File: src/design/store_buffer_pkg.sv
// store buffer widths, compare boundary and the store address union

package store_buffer_pkg;

    // ------------------------------
    // widths
    // ------------------------------

    // physical address width, one full word
    parameter int unsigned ADDR_W  = 64;
    // store data width and its byte enables
    parameter int unsigned DATA_W  = 64;
    parameter int unsigned BE_W    = 8;
    // encoded access size (byte, half, word, double)
    parameter int unsigned SIZE_W  = 2;
    // the cache index is the page offset, identical in virtual and physical space
    parameter int unsigned INDEX_W = 12;
    // the tag covers the physical page number bits that the cache keeps
    parameter int unsigned TAG_W   = 44;
    // loads and stores are matched per doubleword, so the byte lane bits are ignored
    parameter int unsigned CMP_LSB = 3;

    // ------------------------------
    // store address
    // ------------------------------

    // the queues hold the raw word, the cache port wants it split into tag and index
    // the upper bits above the tag are not used by the cache
    typedef union packed {
        logic [ADDR_W-1:0] raw;
        struct packed {
            logic [ADDR_W-TAG_W-INDEX_W-1:0] unused;
            logic [TAG_W-1:0]                tag;
            logic [INDEX_W-1:0]              index;
        } fields;
    } store_addr_u;

endpackage
File: src/design/store_buffer.sv
// store buffer top level with the speculative queue, commit queue and offset checker

`timescale 1ns/1ps

module store_buffer
    import store_buffer_pkg::*;
#(
    parameter int unsigned DEPTH_SPEC   = 4,
    parameter int unsigned DEPTH_COMMIT = 4
) (
    input  logic               clk_i,
    input  logic               rst_ni,
    input  logic               flush_i,
    output logic               no_st_pending_o,
    // load path
    input  logic [INDEX_W-1:0] page_offset_i,
    output logic               page_offset_matches_o,
    // commit stage
    input  logic               commit_i,
    output logic               commit_ready_o,
    // LSU store port
    output logic               ready_o,
    input  logic               valid_i,
    input  logic [ADDR_W-1:0]  paddr_i,
    input  logic [DATA_W-1:0]  data_i,
    input  logic [BE_W-1:0]    be_i,
    input  logic [SIZE_W-1:0]  data_size_i,
    // data cache write port
    output logic [INDEX_W-1:0] address_index_o,
    output logic [TAG_W-1:0]   address_tag_o,
    output logic [DATA_W-1:0]  data_wdata_o,
    output logic               data_req_o,
    output logic [BE_W-1:0]    data_be_o,
    output logic [SIZE_W-1:0]  data_size_o,
    input  logic               data_gnt_i
);

    // ------------------------------
    // speculative to commit handoff
    // ------------------------------
    logic [ADDR_W-1:0] spec_head_addr;
    logic [DATA_W-1:0] spec_head_data;
    logic [BE_W-1:0]   spec_head_be;
    logic [SIZE_W-1:0] spec_head_size;

    // entry state seen by the offset checker
    logic [DEPTH_SPEC-1:0][INDEX_W-1:CMP_LSB]   spec_offset;
    logic [DEPTH_SPEC-1:0]                     spec_valid;
    logic [DEPTH_COMMIT-1:0][INDEX_W-1:CMP_LSB] commit_offset;
    logic [DEPTH_COMMIT-1:0]                   commit_valid;

    spec_store_queue #(
        .DEPTH_SPEC     (DEPTH_SPEC)
    ) i_spec_store_queue (
        .clk_i          (clk_i),
        .rst_ni         (rst_ni),
        .flush_i        (flush_i),
        .valid_i        (valid_i),
        .commit_i       (commit_i),
        .paddr_i        (paddr_i),
        .data_i         (data_i),
        .be_i           (be_i),
        .size_i         (data_size_i),
        .ready_o        (ready_o),
        .head_addr_o    (spec_head_addr),
        .head_data_o    (spec_head_data),
        .head_be_o      (spec_head_be),
        .head_size_o    (spec_head_size),
        .entry_offset_o (spec_offset),
        .entry_valid_o  (spec_valid)
    );

    commit_store_queue #(
        .DEPTH_COMMIT    (DEPTH_COMMIT)
    ) i_commit_store_queue (
        .clk_i           (clk_i),
        .rst_ni          (rst_ni),
        .commit_i        (commit_i),
        .in_addr_i       (spec_head_addr),
        .in_data_i       (spec_head_data),
        .in_be_i         (spec_head_be),
        .in_size_i       (spec_head_size),
        .data_gnt_i      (data_gnt_i),
        .commit_ready_o  (commit_ready_o),
        .no_st_pending_o (no_st_pending_o),
        .address_index_o (address_index_o),
        .address_tag_o   (address_tag_o),
        .data_wdata_o    (data_wdata_o),
        .data_be_o       (data_be_o),
        .data_size_o     (data_size_o),
        .data_req_o      (data_req_o),
        .entry_offset_o  (commit_offset),
        .entry_valid_o   (commit_valid)
    );

    page_offset_checker #(
        .DEPTH_SPEC            (DEPTH_SPEC),
        .DEPTH_COMMIT          (DEPTH_COMMIT)
    ) i_page_offset_checker (
        .page_offset_i         (page_offset_i),
        .spec_offset_i         (spec_offset),
        .spec_valid_i          (spec_valid),
        .commit_offset_i       (commit_offset),
        .commit_valid_i        (commit_valid),
        .in_addr_i             (paddr_i),
        .valid_i               (valid_i),
        .page_offset_matches_o (page_offset_matches_o)
    );

endmodule

File: src/design/page_offset_checker.sv
// load page offset compare against buffered stores and the incoming store

`timescale 1ns/1ps

module page_offset_checker
    import store_buffer_pkg::*;
#(
    parameter int unsigned DEPTH_SPEC   = 4,
    parameter int unsigned DEPTH_COMMIT = 4
) (
    input  logic [INDEX_W-1:0]                        page_offset_i,
    input  logic [DEPTH_SPEC-1:0][INDEX_W-1:CMP_LSB]   spec_offset_i,
    input  logic [DEPTH_SPEC-1:0]                     spec_valid_i,
    input  logic [DEPTH_COMMIT-1:0][INDEX_W-1:CMP_LSB] commit_offset_i,
    input  logic [DEPTH_COMMIT-1:0]                   commit_valid_i,
    input  logic [ADDR_W-1:0]                         in_addr_i,
    input  logic                                      valid_i,
    output logic                                      page_offset_matches_o
);

    // page offsets are the same virtually and physically, so no translation is needed
    logic [INDEX_W-1:CMP_LSB] load_offset;
    logic [DEPTH_SPEC-1:0]    spec_hit;
    logic [DEPTH_COMMIT-1:0]  commit_hit;
    logic                     in_hit;

    assign load_offset = page_offset_i[INDEX_W-1:CMP_LSB];

    // only valid slots count, stale payload in a free slot must not stall a load
    always_comb begin
        for (int unsigned i = 0; i < DEPTH_SPEC; i++) begin
            spec_hit[i] = spec_valid_i[i] && (spec_offset_i[i] == load_offset);
        end
        for (int unsigned i = 0; i < DEPTH_COMMIT; i++) begin
            commit_hit[i] = commit_valid_i[i] && (commit_offset_i[i] == load_offset);
        end
    end

    // the store being written this cycle is not in either queue yet
    assign in_hit = valid_i && (in_addr_i[INDEX_W-1:CMP_LSB] == load_offset);

    assign page_offset_matches_o = (|spec_hit) || (|commit_hit) || in_hit;

endmodule

File: src/design/commit_store_queue.sv
// non-speculative store FIFO that takes committed stores and issues them to the data cache

`timescale 1ns/1ps

module commit_store_queue
    import store_buffer_pkg::*;
#(
    parameter int unsigned DEPTH_COMMIT = 4
) (
    input  logic                                      clk_i,
    input  logic                                      rst_ni,
    input  logic                                      commit_i,
    input  logic [ADDR_W-1:0]                         in_addr_i,
    input  logic [DATA_W-1:0]                         in_data_i,
    input  logic [BE_W-1:0]                           in_be_i,
    input  logic [SIZE_W-1:0]                         in_size_i,
    input  logic                                      data_gnt_i,
    output logic                                      commit_ready_o,
    output logic                                      no_st_pending_o,
    output logic [INDEX_W-1:0]                        address_index_o,
    output logic [TAG_W-1:0]                          address_tag_o,
    output logic [DATA_W-1:0]                         data_wdata_o,
    output logic [BE_W-1:0]                           data_be_o,
    output logic [SIZE_W-1:0]                         data_size_o,
    output logic                                      data_req_o,
    output logic [DEPTH_COMMIT-1:0][INDEX_W-1:CMP_LSB] entry_offset_o,
    output logic [DEPTH_COMMIT-1:0]                   entry_valid_o
);

    localparam int unsigned PTR_W = $clog2(DEPTH_COMMIT);
    localparam int unsigned CNT_W = PTR_W + 1;

    logic [ADDR_W-1:0] addr_q [DEPTH_COMMIT];
    logic [DATA_W-1:0] data_q [DEPTH_COMMIT];
    logic [BE_W-1:0]   be_q   [DEPTH_COMMIT];
    logic [SIZE_W-1:0] size_q [DEPTH_COMMIT];

    logic [DEPTH_COMMIT-1:0] valid_q, valid_d;
    logic [PTR_W-1:0]        rd_ptr_q, rd_ptr_d;
    logic [PTR_W-1:0]        wr_ptr_q, wr_ptr_d;
    logic [CNT_W-1:0]        cnt_q, cnt_d;

    // head address seen through the tag and index view
    store_addr_u head_addr;
    // the head retires at the edge where the cache grants it
    logic        retire;

    // ------------------------------
    // cache request
    // ------------------------------
    assign data_req_o = valid_q[rd_ptr_q];
    assign retire     = data_req_o && data_gnt_i;

    // all request fields come straight from the head slot and hold until it retires
    assign head_addr.raw   = addr_q[rd_ptr_q];
    assign address_index_o = head_addr.fields.index;
    assign address_tag_o   = head_addr.fields.tag;
    assign data_wdata_o    = data_q[rd_ptr_q];
    assign data_be_o       = be_q[rd_ptr_q];
    assign data_size_o     = size_q[rd_ptr_q];

    assign commit_ready_o  = cnt_q < CNT_W'(DEPTH_COMMIT);
    // nothing left to write once the queue is empty
    assign no_st_pending_o = cnt_q == '0;

    // ------------------------------
    // next state
    // ------------------------------
    // there is no flush here, every entry is already architectural
    always_comb begin
        valid_d  = valid_q;
        rd_ptr_d = rd_ptr_q;
        wr_ptr_d = wr_ptr_q;
        cnt_d    = cnt_q;

        if (retire) begin
            valid_d[rd_ptr_q] = 1'b0;
            rd_ptr_d          = rd_ptr_q + 1'b1;
        end
        if (commit_i) begin
            valid_d[wr_ptr_q] = 1'b1;
            wr_ptr_d          = wr_ptr_q + 1'b1;
        end

        case ({commit_i, retire})
            2'b10:   cnt_d = cnt_q + 1'b1;
            2'b01:   cnt_d = cnt_q - 1'b1;
            default: cnt_d = cnt_q;
        endcase
    end

    always_ff @(posedge clk_i or negedge rst_ni) begin
        if (!rst_ni) begin
            valid_q  <= '0;
            rd_ptr_q <= '0;
            wr_ptr_q <= '0;
            cnt_q    <= '0;
        end else begin
            valid_q  <= valid_d;
            rd_ptr_q <= rd_ptr_d;
            wr_ptr_q <= wr_ptr_d;
            cnt_q    <= cnt_d;
        end
    end

    // the committed store arrives from the speculative head in the same cycle
    always_ff @(posedge clk_i) begin
        if (commit_i) begin
            addr_q[wr_ptr_q] <= in_addr_i;
            data_q[wr_ptr_q] <= in_data_i;
            be_q[wr_ptr_q]   <= in_be_i;
            size_q[wr_ptr_q] <= in_size_i;
        end
    end

    always_comb begin
        for (int unsigned i = 0; i < DEPTH_COMMIT; i++) begin
            entry_offset_o[i] = addr_q[i][INDEX_W-1:CMP_LSB];
        end
    end

    assign entry_valid_o = valid_q;

endmodule

File: src/design/spec_store_queue.sv
// speculative store FIFO with push, commit pop, flush and per-entry valid flags

`timescale 1ns/1ps

module spec_store_queue
    import store_buffer_pkg::*;
#(
    parameter int unsigned DEPTH_SPEC = 4
) (
    input  logic                                    clk_i,
    input  logic                                    rst_ni,
    input  logic                                    flush_i,
    input  logic                                    valid_i,
    input  logic                                    commit_i,
    input  store_addr_u                             paddr_i,
    input  logic [DATA_W-1:0]                       data_i,
    input  logic [BE_W-1:0]                         be_i,
    input  logic [SIZE_W-1:0]                       size_i,
    output logic                                    ready_o,
    output logic [ADDR_W-1:0]                       head_addr_o,
    output logic [DATA_W-1:0]                       head_data_o,
    output logic [BE_W-1:0]                         head_be_o,
    output logic [SIZE_W-1:0]                       head_size_o,
    output logic [DEPTH_SPEC-1:0][INDEX_W-1:CMP_LSB] entry_offset_o,
    output logic [DEPTH_SPEC-1:0]                   entry_valid_o
);

    localparam int unsigned PTR_W = $clog2(DEPTH_SPEC);
    // one extra bit so that a completely full queue can be counted
    localparam int unsigned CNT_W = PTR_W + 1;

    // entry payload, written on push and read at the head by the commit queue
    logic [ADDR_W-1:0] addr_q [DEPTH_SPEC];
    logic [DATA_W-1:0] data_q [DEPTH_SPEC];
    logic [BE_W-1:0]   be_q   [DEPTH_SPEC];
    logic [SIZE_W-1:0] size_q [DEPTH_SPEC];

    logic [DEPTH_SPEC-1:0] valid_q, valid_d;
    logic [PTR_W-1:0]      rd_ptr_q, rd_ptr_d;
    logic [PTR_W-1:0]      wr_ptr_q, wr_ptr_d;
    logic [CNT_W-1:0]      cnt_q, cnt_d;

    // keep one slot of slack unless the head leaves in this very cycle
    assign ready_o = (cnt_q < CNT_W'(DEPTH_SPEC - 1)) || commit_i;

    // ------------------------------
    // next state
    // ------------------------------
    always_comb begin
        valid_d  = valid_q;
        rd_ptr_d = rd_ptr_q;
        wr_ptr_d = wr_ptr_q;
        cnt_d    = cnt_q;

        // the head moves over to the commit queue, so drop its flag first
        // a push into the same slot of a full queue then wins
        if (commit_i) begin
            valid_d[rd_ptr_q] = 1'b0;
            rd_ptr_d          = rd_ptr_q + 1'b1;
        end
        if (valid_i) begin
            valid_d[wr_ptr_q] = 1'b1;
            wr_ptr_d          = wr_ptr_q + 1'b1;
        end

        case ({valid_i, commit_i})
            2'b10:   cnt_d = cnt_q + 1'b1;
            2'b01:   cnt_d = cnt_q - 1'b1;
            default: cnt_d = cnt_q;
        endcase

        // a flush throws away every speculative store, including one pushed now
        // the read pointer stays where it is since nothing was committed
        if (flush_i) begin
            valid_d  = '0;
            wr_ptr_d = rd_ptr_q;
            cnt_d    = '0;
        end
    end

    // ------------------------------
    // registers
    // ------------------------------
    always_ff @(posedge clk_i or negedge rst_ni) begin
        if (!rst_ni) begin
            valid_q  <= '0;
            rd_ptr_q <= '0;
            wr_ptr_q <= '0;
            cnt_q    <= '0;
        end else begin
            valid_q  <= valid_d;
            rd_ptr_q <= rd_ptr_d;
            wr_ptr_q <= wr_ptr_d;
            cnt_q    <= cnt_d;
        end
    end

    // payload is only meaningful where the matching valid flag is set
    always_ff @(posedge clk_i) begin
        if (valid_i) begin
            addr_q[wr_ptr_q] <= paddr_i.raw;
            data_q[wr_ptr_q] <= data_i;
            be_q[wr_ptr_q]   <= be_i;
            size_q[wr_ptr_q] <= size_i;
        end
    end

    // the oldest store, taken by the commit queue on commit_i
    assign head_addr_o = addr_q[rd_ptr_q];
    assign head_data_o = data_q[rd_ptr_q];
    assign head_be_o   = be_q[rd_ptr_q];
    assign head_size_o = size_q[rd_ptr_q];

    // doubleword offsets of all slots for the load address check
    always_comb begin
        for (int unsigned i = 0; i < DEPTH_SPEC; i++) begin
            entry_offset_o[i] = addr_q[i][INDEX_W-1:CMP_LSB];
        end
    end

    assign entry_valid_o = valid_q;

endmodule

File: config.mk
export PLATFORM = sky130hd
export DESIGN_NAME = store_buffer
export DESIGN_NICKNAME = d
export VERILOG_FILES = /design/src/design/store_buffer_pkg.sv /design/src/design/store_buffer.sv /design/src/design/page_offset_checker.sv /design/src/design/commit_store_queue.sv /design/src/design/spec_store_queue.sv
export SDC_FILE = /design/constraint.sdc
export NUM_CORES = 1
export LEC_CHECK = 0
export BUFFER_PORTS_ARGS = -buffer_cell sky130_fd_sc_hd__buf_2
export CAP_MARGIN = 5
export CORE_MARGIN = 2
export CORE_UTILIZATION = 55
export CTS_CLUSTER_SIZE = 10
export DETAILED_ROUTE_END_ITERATION = 16
export MAX_ROUTING_LAYER = met4
export PLACE_DENSITY = 0.74
export RECOVER_POWER = 100
export SLEW_MARGIN = 20
export SYNTH_ARGS = -nofsm -noshare
export SYNTH_HDL_FRONTEND = slang
export SYNTH_SLANG_ARGS = --single-unit
File: constraint.sdc
create_clock -name clk_i -period 5.5 [get_ports clk_i]
set_input_delay 0.825 -clock clk_i [delete_from_list [all_inputs] [get_ports clk_i]]
set_output_delay 0.825 -clock clk_i [all_outputs]
set_load 0.02 [all_outputs]
==> results.toml, run 1 <==
[clock_network]
post_cts_buffers = 0
clk_path_buf_depth = 3
postCtsHoldBufs = 0
cts-root-buf = "clkbuf_16"
htreeDepth = 3
numCtsBuffers = 117
cts_resized = 0
clock_sinks = 1062
cts_tree = "built"
worstSkewPairLatency_ns = 0.66
path_clk_slew_ns = 0.06

[synth]
syn_area_per_cell_um2 = 24.69
synth-seq-cells = 1062
yosys_warnings = 0
synthesis.nets = 1778
synth-seq-area-share = 0.8030
yosysUniqueCellTypes = 28
netlist_area_mm2 = 0.03958
postSynthCellCount = 1603

[timing]
hold_viol = 0
min_period_over_period = 0.7572
setup_viol = 0
min_period_ns = 4.165
slew_headroom = -1.002
rsz0062_at_grt = "false"
fmax_mhz = 240.1
tightest_slew_ns = 3.004
drv_slew = 714
finClkSkew_ns = 0.02382
fin_tns_setup_ns = 0

[global_routing]
grt_pass1_wl_um = 117400
grt_pass1_vias = 19062
grt_busiest_layer = "met2"
use_met3 = 0.04302
groute.usage.overall = 0.2219
grt_antenna_before_repair = 11
grt_remaining_overflow = 0
grt_max_degree = 87
met1_usage = 0.2714
grtUsageMet2 = 0.3719

[setup_path]
max_stage_delay_ns = 1.70
path_delay_family = "buffers and inverters"
cp_slowest_cell = "clkbuf_2"
regToRegSetupSlack_ns = 1.34
cp-start-kind = "flip-flop"
crit_fanout = 64
cp.required_ns = 5.72
cp.arrival_ns = 4.39
worst-path-buf-inv = 2
worst_setup_path_end_kind = "flip-flop"
crit_type = "flip-flop to flip-flop"
crit_path_cell_trace = "inv_1, ha_1, and2_0, clkbuf_2"

[floorplan]
die_h_um = 272.3
initial_core_util = 0.5546
fp-row-count = 98
die_w_um = 272.3
fp.coreArea_mm2 = 0.07136
dieArea_mm2 = 0.07412
io_pins = 291

[power_and_ir_drop]
comb_power_share = 0.268
p_leak_nw = 14.23
p_int_w = 0.01819
clkPwrFrac = 0.259
swShare = 0.3004
p_sw_w = 0.007810
irDropWorstVdd_v = 0.0003648
seqPwrFrac = 0.473
total_power_w = 0.02600
p_per_area_mw_per_mm2 = 577.6

[place]
postPlaceCellArea_mm2 = 0.04217
place.gp.congestion = 0.8127
dp_hpwl_um = 42610
port_buffers = 279

[job]
drv_cap = 16

[drt]
wl_per_cell_um = 26.43
drt_iter0_drc = 1460
viasPerCell = 5.901
routed_wl_um = 78180
first_pass_iters = 7
vias = 17454
drc_errors = 0
ant_nets = 0

[layout]
fin_area_mm2 = 0.04502
fill_cells = 4856
syn2layout_area_growth_pct = 13.74
layout.area.seq_mm2 = 0.03179
drive_above_1_share = 0.2116
multiInputGateArea_mm2 = 0.007395
final_nets = 2122

[hold_path]
hp-class = "input pin to flip-flop"

[run_status]
failed_checks = "max-capacitance violations, max-slew violations"
status = "complete, but fails checks"
[worst paths after layout]
| check | startpoint | endpoint | cells after the start |
|---|---|---|---|
| setup / recovery | i_spec_store_queue.wr_ptr_q[0] | i_spec_store_queue.data_q[0][5] | 4 |
| hold / removal | paddr_i[34] | i_spec_store_queue.addr_q[0][34] | 1 |
| setup reg to reg | i_spec_store_queue.wr_ptr_q[0] | i_spec_store_queue.data_q[0][5] | 4 |
| hold reg to reg | i_commit_store_queue.cnt_q[0] | i_commit_store_queue.cnt_q[0] | 1 |
| max in group asynchronous | rst_ni | i_commit_store_queue.rd_ptr_q[1] | 1 |
| min in group asynchronous | rst_ni | i_commit_store_queue.rd_ptr_q[0] | 1 |
[cells in the mapped netlist (all sizes together)]
cell | number | area share
a21o | 5 | 0.00095
a21oi | 4 | 0.00051
a41oi | 1 | 0.00022
and2 | 9 | 0.0014
buf | 61 | 0.0078
clkbuf | 12 | 0.0011
dfrtp | 22 | 0.014
edfxtp | 1040 | 0.79
fa | 2 | 0.0010
ha | 17 | 0.0054
inv | 13 | 0.0012
mux2i | 4 | 0.0010
mux4 | 261 | 0.15
nand2 | 16 | 0.0015
nand3 | 1 | 0.00013
nand4 | 9 | 0.0014
nor2 | 10 | 0.00095
nor2b | 1 | 0.00016
nor3 | 1 | 0.00013
nor4 | 17 | 0.0027
o21ai | 6 | 0.00076
or2 | 1 | 0.00016
xnor2 | 18 | 0.0040
xor2 | 72 | 0.016
[metal layers]
metal / vias to the layer above / part of all wire / routed length (um)
met2: 562 / 0.53 / 41330
met1: 9311 / 0.38 / 30020
met5: - / 0 / 0
met4: 0 / 0.027 / 2134
li1: 7448 / - / -
met3: 133 / 0.060 / 4700
[through the flow]
step | instances | utilization | worst slack [ns] | hold WS [ns]
5_1_grt | 2955 | 0.6307 | 0.9303 | 0.3944
4_1_cts | 2944 | 0.6364 | 1.526 | 0.1044
2_1_floorplan | 1603 | - | 0.8822 | 0.4658
6_report | 2958 | 0.6308 | 1.335 | 0.4165
3_5_place_dp | 2778 | 0.5909 | 2.283 | 0.5145
3_3_place_gp | 2777 | 0.5905 | 2.283 | 0.4883
[power groups by stage]
stage	clock, W	sequential, W	combinational, W
5_1_grt	0.00718	0.0125	0.00744
3_3_place_gp	0	0.0123	0.00708
4_1_cts	0.00688	0.0123	0.00729
3_5_place_dp	0	0.0124	0.00726
6_report	0.00674	0.0123	0.00696
2_1_floorplan	0	0.0121	0.00517
[cell families (layout without fill, tap and decap cells)]
kind of cell / after synthesis / count (layout) / share of synthesized area
buffers and inverters: 86 / 477 / 0.01015
other: 0 / 14 / 0
AND/OR/NAND/NOR: 65 / 65 / 0.008567
flip-flops: 1062 / 1062 / 0.8030
multiplexers: 265 / 265 / 0.1495
adder cells (fa/ha/maj): 19 / 19 / 0.006386
XOR/XNOR: 90 / 90 / 0.01992
AO/OA/AOI/OAI: 16 / 16 / 0.002434
[cells in the final DEF (no fill, tap or decap), drive strengths merged]
| cell type | instances |
|---|---|
| edfxtp | 1040 |
| clkbuf | 433 |
| mux4 | 261 |
| xor2 | 72 |
| buf | 25 |
| dfrtp | 22 |
| xnor2 | 18 |
| nor4 | 17 |
| ha | 17 |
| nand2 | 16 |
| inv | 15 |
| diode | 14 |
| nor2 | 10 |
| nand4 | 9 |
| and2 | 9 |
| o21ai | 6 |
| a21o | 5 |
| a21oi | 4 |
| mux2i | 4 |
| clkinv | 4 |
| fa | 2 |
| nor3 | 1 |
| nand3 | 1 |
| a41oi | 1 |
| nor2b | 1 |
| or2 | 1 |
[worst register-to-register path, delay by kind of cell (launching register included)]
family	cells	cell delay (ns)
AND/OR/NAND/NOR	1	1.28
adder cells (fa/ha/maj)	1	0.14
flip-flops	1	0.43
buffers and inverters	2	1.82
[flip-flops by register name, summed over array words and instances (netlist names)]
signal,flops
i_spec_store_queue.data_q,256
i_commit_store_queue.entry_valid_o,4
i_spec_store_queue.rd_ptr_q,2
i_spec_store_queue.wr_ptr_q,2
i_spec_store_queue.cnt_q,3
i_spec_store_queue.be_q,32
i_commit_store_queue.size_q,8
i_spec_store_queue.size_q,8
i_commit_store_queue.cnt_q,3
i_spec_store_queue.addr_q,224
i_commit_store_queue.data_q,256
i_commit_store_queue.wr_ptr_q,2
i_commit_store_queue.addr_q,224
i_spec_store_queue.entry_valid_o,4
i_commit_store_queue.be_q,32
i_commit_store_queue.rd_ptr_q,2
[layout make-up]
cell class | count | share of cell area
Inverter | 13 | 0.001084
Multi-Input combinational cell | 455 | 0.1643
Clock inverter | 6 | 0.002112
Timing Repair Buffer | 298 | 0.02916
Sequential cell | 1062 | 0.7062
Antenna cell | 14 | 0.0007783
Clock buffer | 160 | 0.07004
Tap cell | 950 | 0.02641
No activity file was read; power rests on OpenSTA's default activity.
==> run 2, diff against run 1 <==
clock period = 4.3 ns   (was 5.5 ns; I/O delays follow)
==> run 2 against run 1 <==
- the run still ends with max-capacitance violations, max-slew violations left
- worst setup slack lost 0.78 ns
- register-to-register slack lost 0.74 ns
- via count rose by 0.49%
- routed wire length up 1.1%
- sequential cell count is the same
==> results.toml, run 2 (synthesis results as in run 1) <==
[layout]
layout.area.seq_mm2 = 0.03179
drive_above_1_share = 0.2180
final_cell_count_no_fill = 2958
layout_common_cells = "edfxtp_1, clkbuf_1, mux4_2, clkbuf_16, xor2_1"
multiInputGateArea_mm2 = 0.007397
fill_cells = 4837
final_nets = 2137
syn2layout_area_growth_pct = 14.01
final_common_cell = "edfxtp_1"
largestRegisters = "i_commit_store_queue.data_q x256, i_spec_store_queue.data_q x256"

[place]
place.gp.congestion = 0.8467
dp_hpwl_um = 44450
port_buffers = 279
placedCellCount = 2792

[setup_path]
crit_type = "flip-flop to output pin"
worst_setup_path_end_kind = "output pin"
cp.required_ns = 3.65
cp-start-kind = "flip-flop"
crit_fanout = 133
cp_slowest_cell = "buf_6"
crit_path_cell_trace = "buf_6, mux4_2, clkbuf_1"
cp.arrival_ns = 3.10
max_stage_delay_ns = 1.12

[run_status]
status = "complete, but fails checks"
failed_checks = "max-capacitance violations, max-slew violations"

[clock_network]
cts_tree = "built"
cts_resized = 0
worstSkewPairLatency_ns = 0.68
post_cts_buffers = 0
postCtsHoldBufs = 1
cts-root-buf = "clkbuf_16"
clock_sinks = 1062
htreeDepth = 3
numCtsBuffers = 117
clk_path_buf_depth = 3
path_clk_slew_ns = 0.05

[timing]
hold_viol = 0
setup_viol = 0
fin_tns_setup_ns = 0
drv_slew = 585
slew_headroom = -1.186
finClkSkew_ns = 0.03160
min_period_over_period = 0.8720
tightest_slew_ns = 3.280
rsz0062_at_grt = "false"
min_period_ns = 3.750
fmax_mhz = 266.7

[global_routing]
grt_pass1_vias = 19059
grt_antenna_before_repair = 12
grt_max_degree = 134
grt_pass1_wl_um = 117400
groute.usage.overall = 0.2239
grt_remaining_overflow = 0

[power_and_ir_drop]
p_int_w = 0.02322
p_sw_w = 0.01009
p_per_area_mw_per_mm2 = 738.2
total_power_w = 0.03331
comb_power_share = 0.275
swShare = 0.3030
irDropWorstVdd_v = 0.0004965
seqPwrFrac = 0.469
p_leak_nw = 14.28
clkPwrFrac = 0.256

[floorplan]
fp-row-count = 98
initial_core_util = 0.5546
fp.coreArea_mm2 = 0.07136
dieArea_mm2 = 0.07412
die_h_um = 272.3
io_pins = 291
die_w_um = 272.3

[drt]
routed_wl_um = 79060
vias = 17540
wl_per_cell_um = 26.73
drt_iter0_drc = 1461
drc_errors = 0
ant_nets = 0
first_pass_iters = 5
viasPerCell = 5.930

[job]
drv_cap = 12

[hold_path]
hp-class = "input pin to flip-flop"
run 2: cell types whose count changed in the layout (fill, tap and decap cells not counted), moves of 3 or more:
cell | previous run | this run
buf_12 | 10 | 14
clkbuf_1 | 305 | 293
clkbuf_2 | 8 | 3
buf_4 | 1 | 9
clkbuf_16 | 120 | 117
run 2: cell type report:
| class | instances | area share |
|---|---|---|
| Timing Repair Buffer | 313 | 0.03272 |
| Inverter | 13 | 0.001081 |
| Sequential cell | 1062 | 0.7045 |
| Tap cell | 950 | 0.02634 |
| Multi-Input combinational cell | 455 | 0.1639 |
| Clock buffer | 142 | 0.06719 |
| Clock inverter | 10 | 0.003494 |
| Antenna cell | 13 | 0.0007210 |
run 2: worst max-delay path, delay by kind of cell, from the launching register on:
kind	cells	cell delay (ns)
muxes	1	0.45
DFF	1	0.41
buffers and inverters	2	1.46
run 2: routing by layer:
metal | share of wire | GRT usage | up-vias | routed length (um)
met3 | 0.070 | 0.04443 | 149 | 5564
met5 | 0 | - | - | 0
met2 | 0.55 | 0.3918 | 625 | 43260
met1 | 0.36 | 0.2608 | 9306 | 28360
li1 | - | - | 7460 | -
met4 | 0.024 | 0.07273 | 0 | 1876
run 2: power by group through the flow:
stage	Combinational [W]	Sequential, W	Clock (W)
6_report	0.00916	0.0156	0.00854
5_1_grt	0.00978	0.0158	0.00908
4_1_cts	0.00957	0.0156	0.00872
3_5_place_dp	0.00951	0.0158	0
3_3_place_gp	0.00929	0.0156	0
2_1_floorplan	0.00661	0.0154	0
run 2: through the flow:
step                utilization  setup slack (ns)  cell area [um^2]  hold slack, ns
floorplan                     -            0.1556             39580          0.3494
global placement         0.5928             1.461             42300          0.4877
detailed placement       0.5928             1.448             42300          0.5075
CTS                      0.6376            0.7285             45500          0.1409
global route             0.6322            0.3308             45120          0.2105
finish                   0.6323            0.5504             45120          0.2302
run 2: worst paths after layout:
kind / slack (ns) / start / endpoint / cells past startpoint
worst max-delay path: 0.55 / i_commit_store_queue.rd_ptr_q[1] / address_tag_o[17] / 3
worst min-delay path: 0.23 / paddr_i[14] / i_spec_store_queue.addr_q[2][14] / 1
max in group asynchronous: 2.58 / rst_ni / i_commit_store_queue.rd_ptr_q[1] / 2
worst max register to register: 0.60 / i_spec_store_queue.wr_ptr_q[0] / i_spec_store_queue.data_q[3][8] / 3
worst min register to register: 0.52 / i_commit_store_queue.cnt_q[0] / i_commit_store_queue.cnt_q[0] / 1
min in group asynchronous: 0.82 / rst_ni / i_commit_store_queue.wr_ptr_q[1] / 2
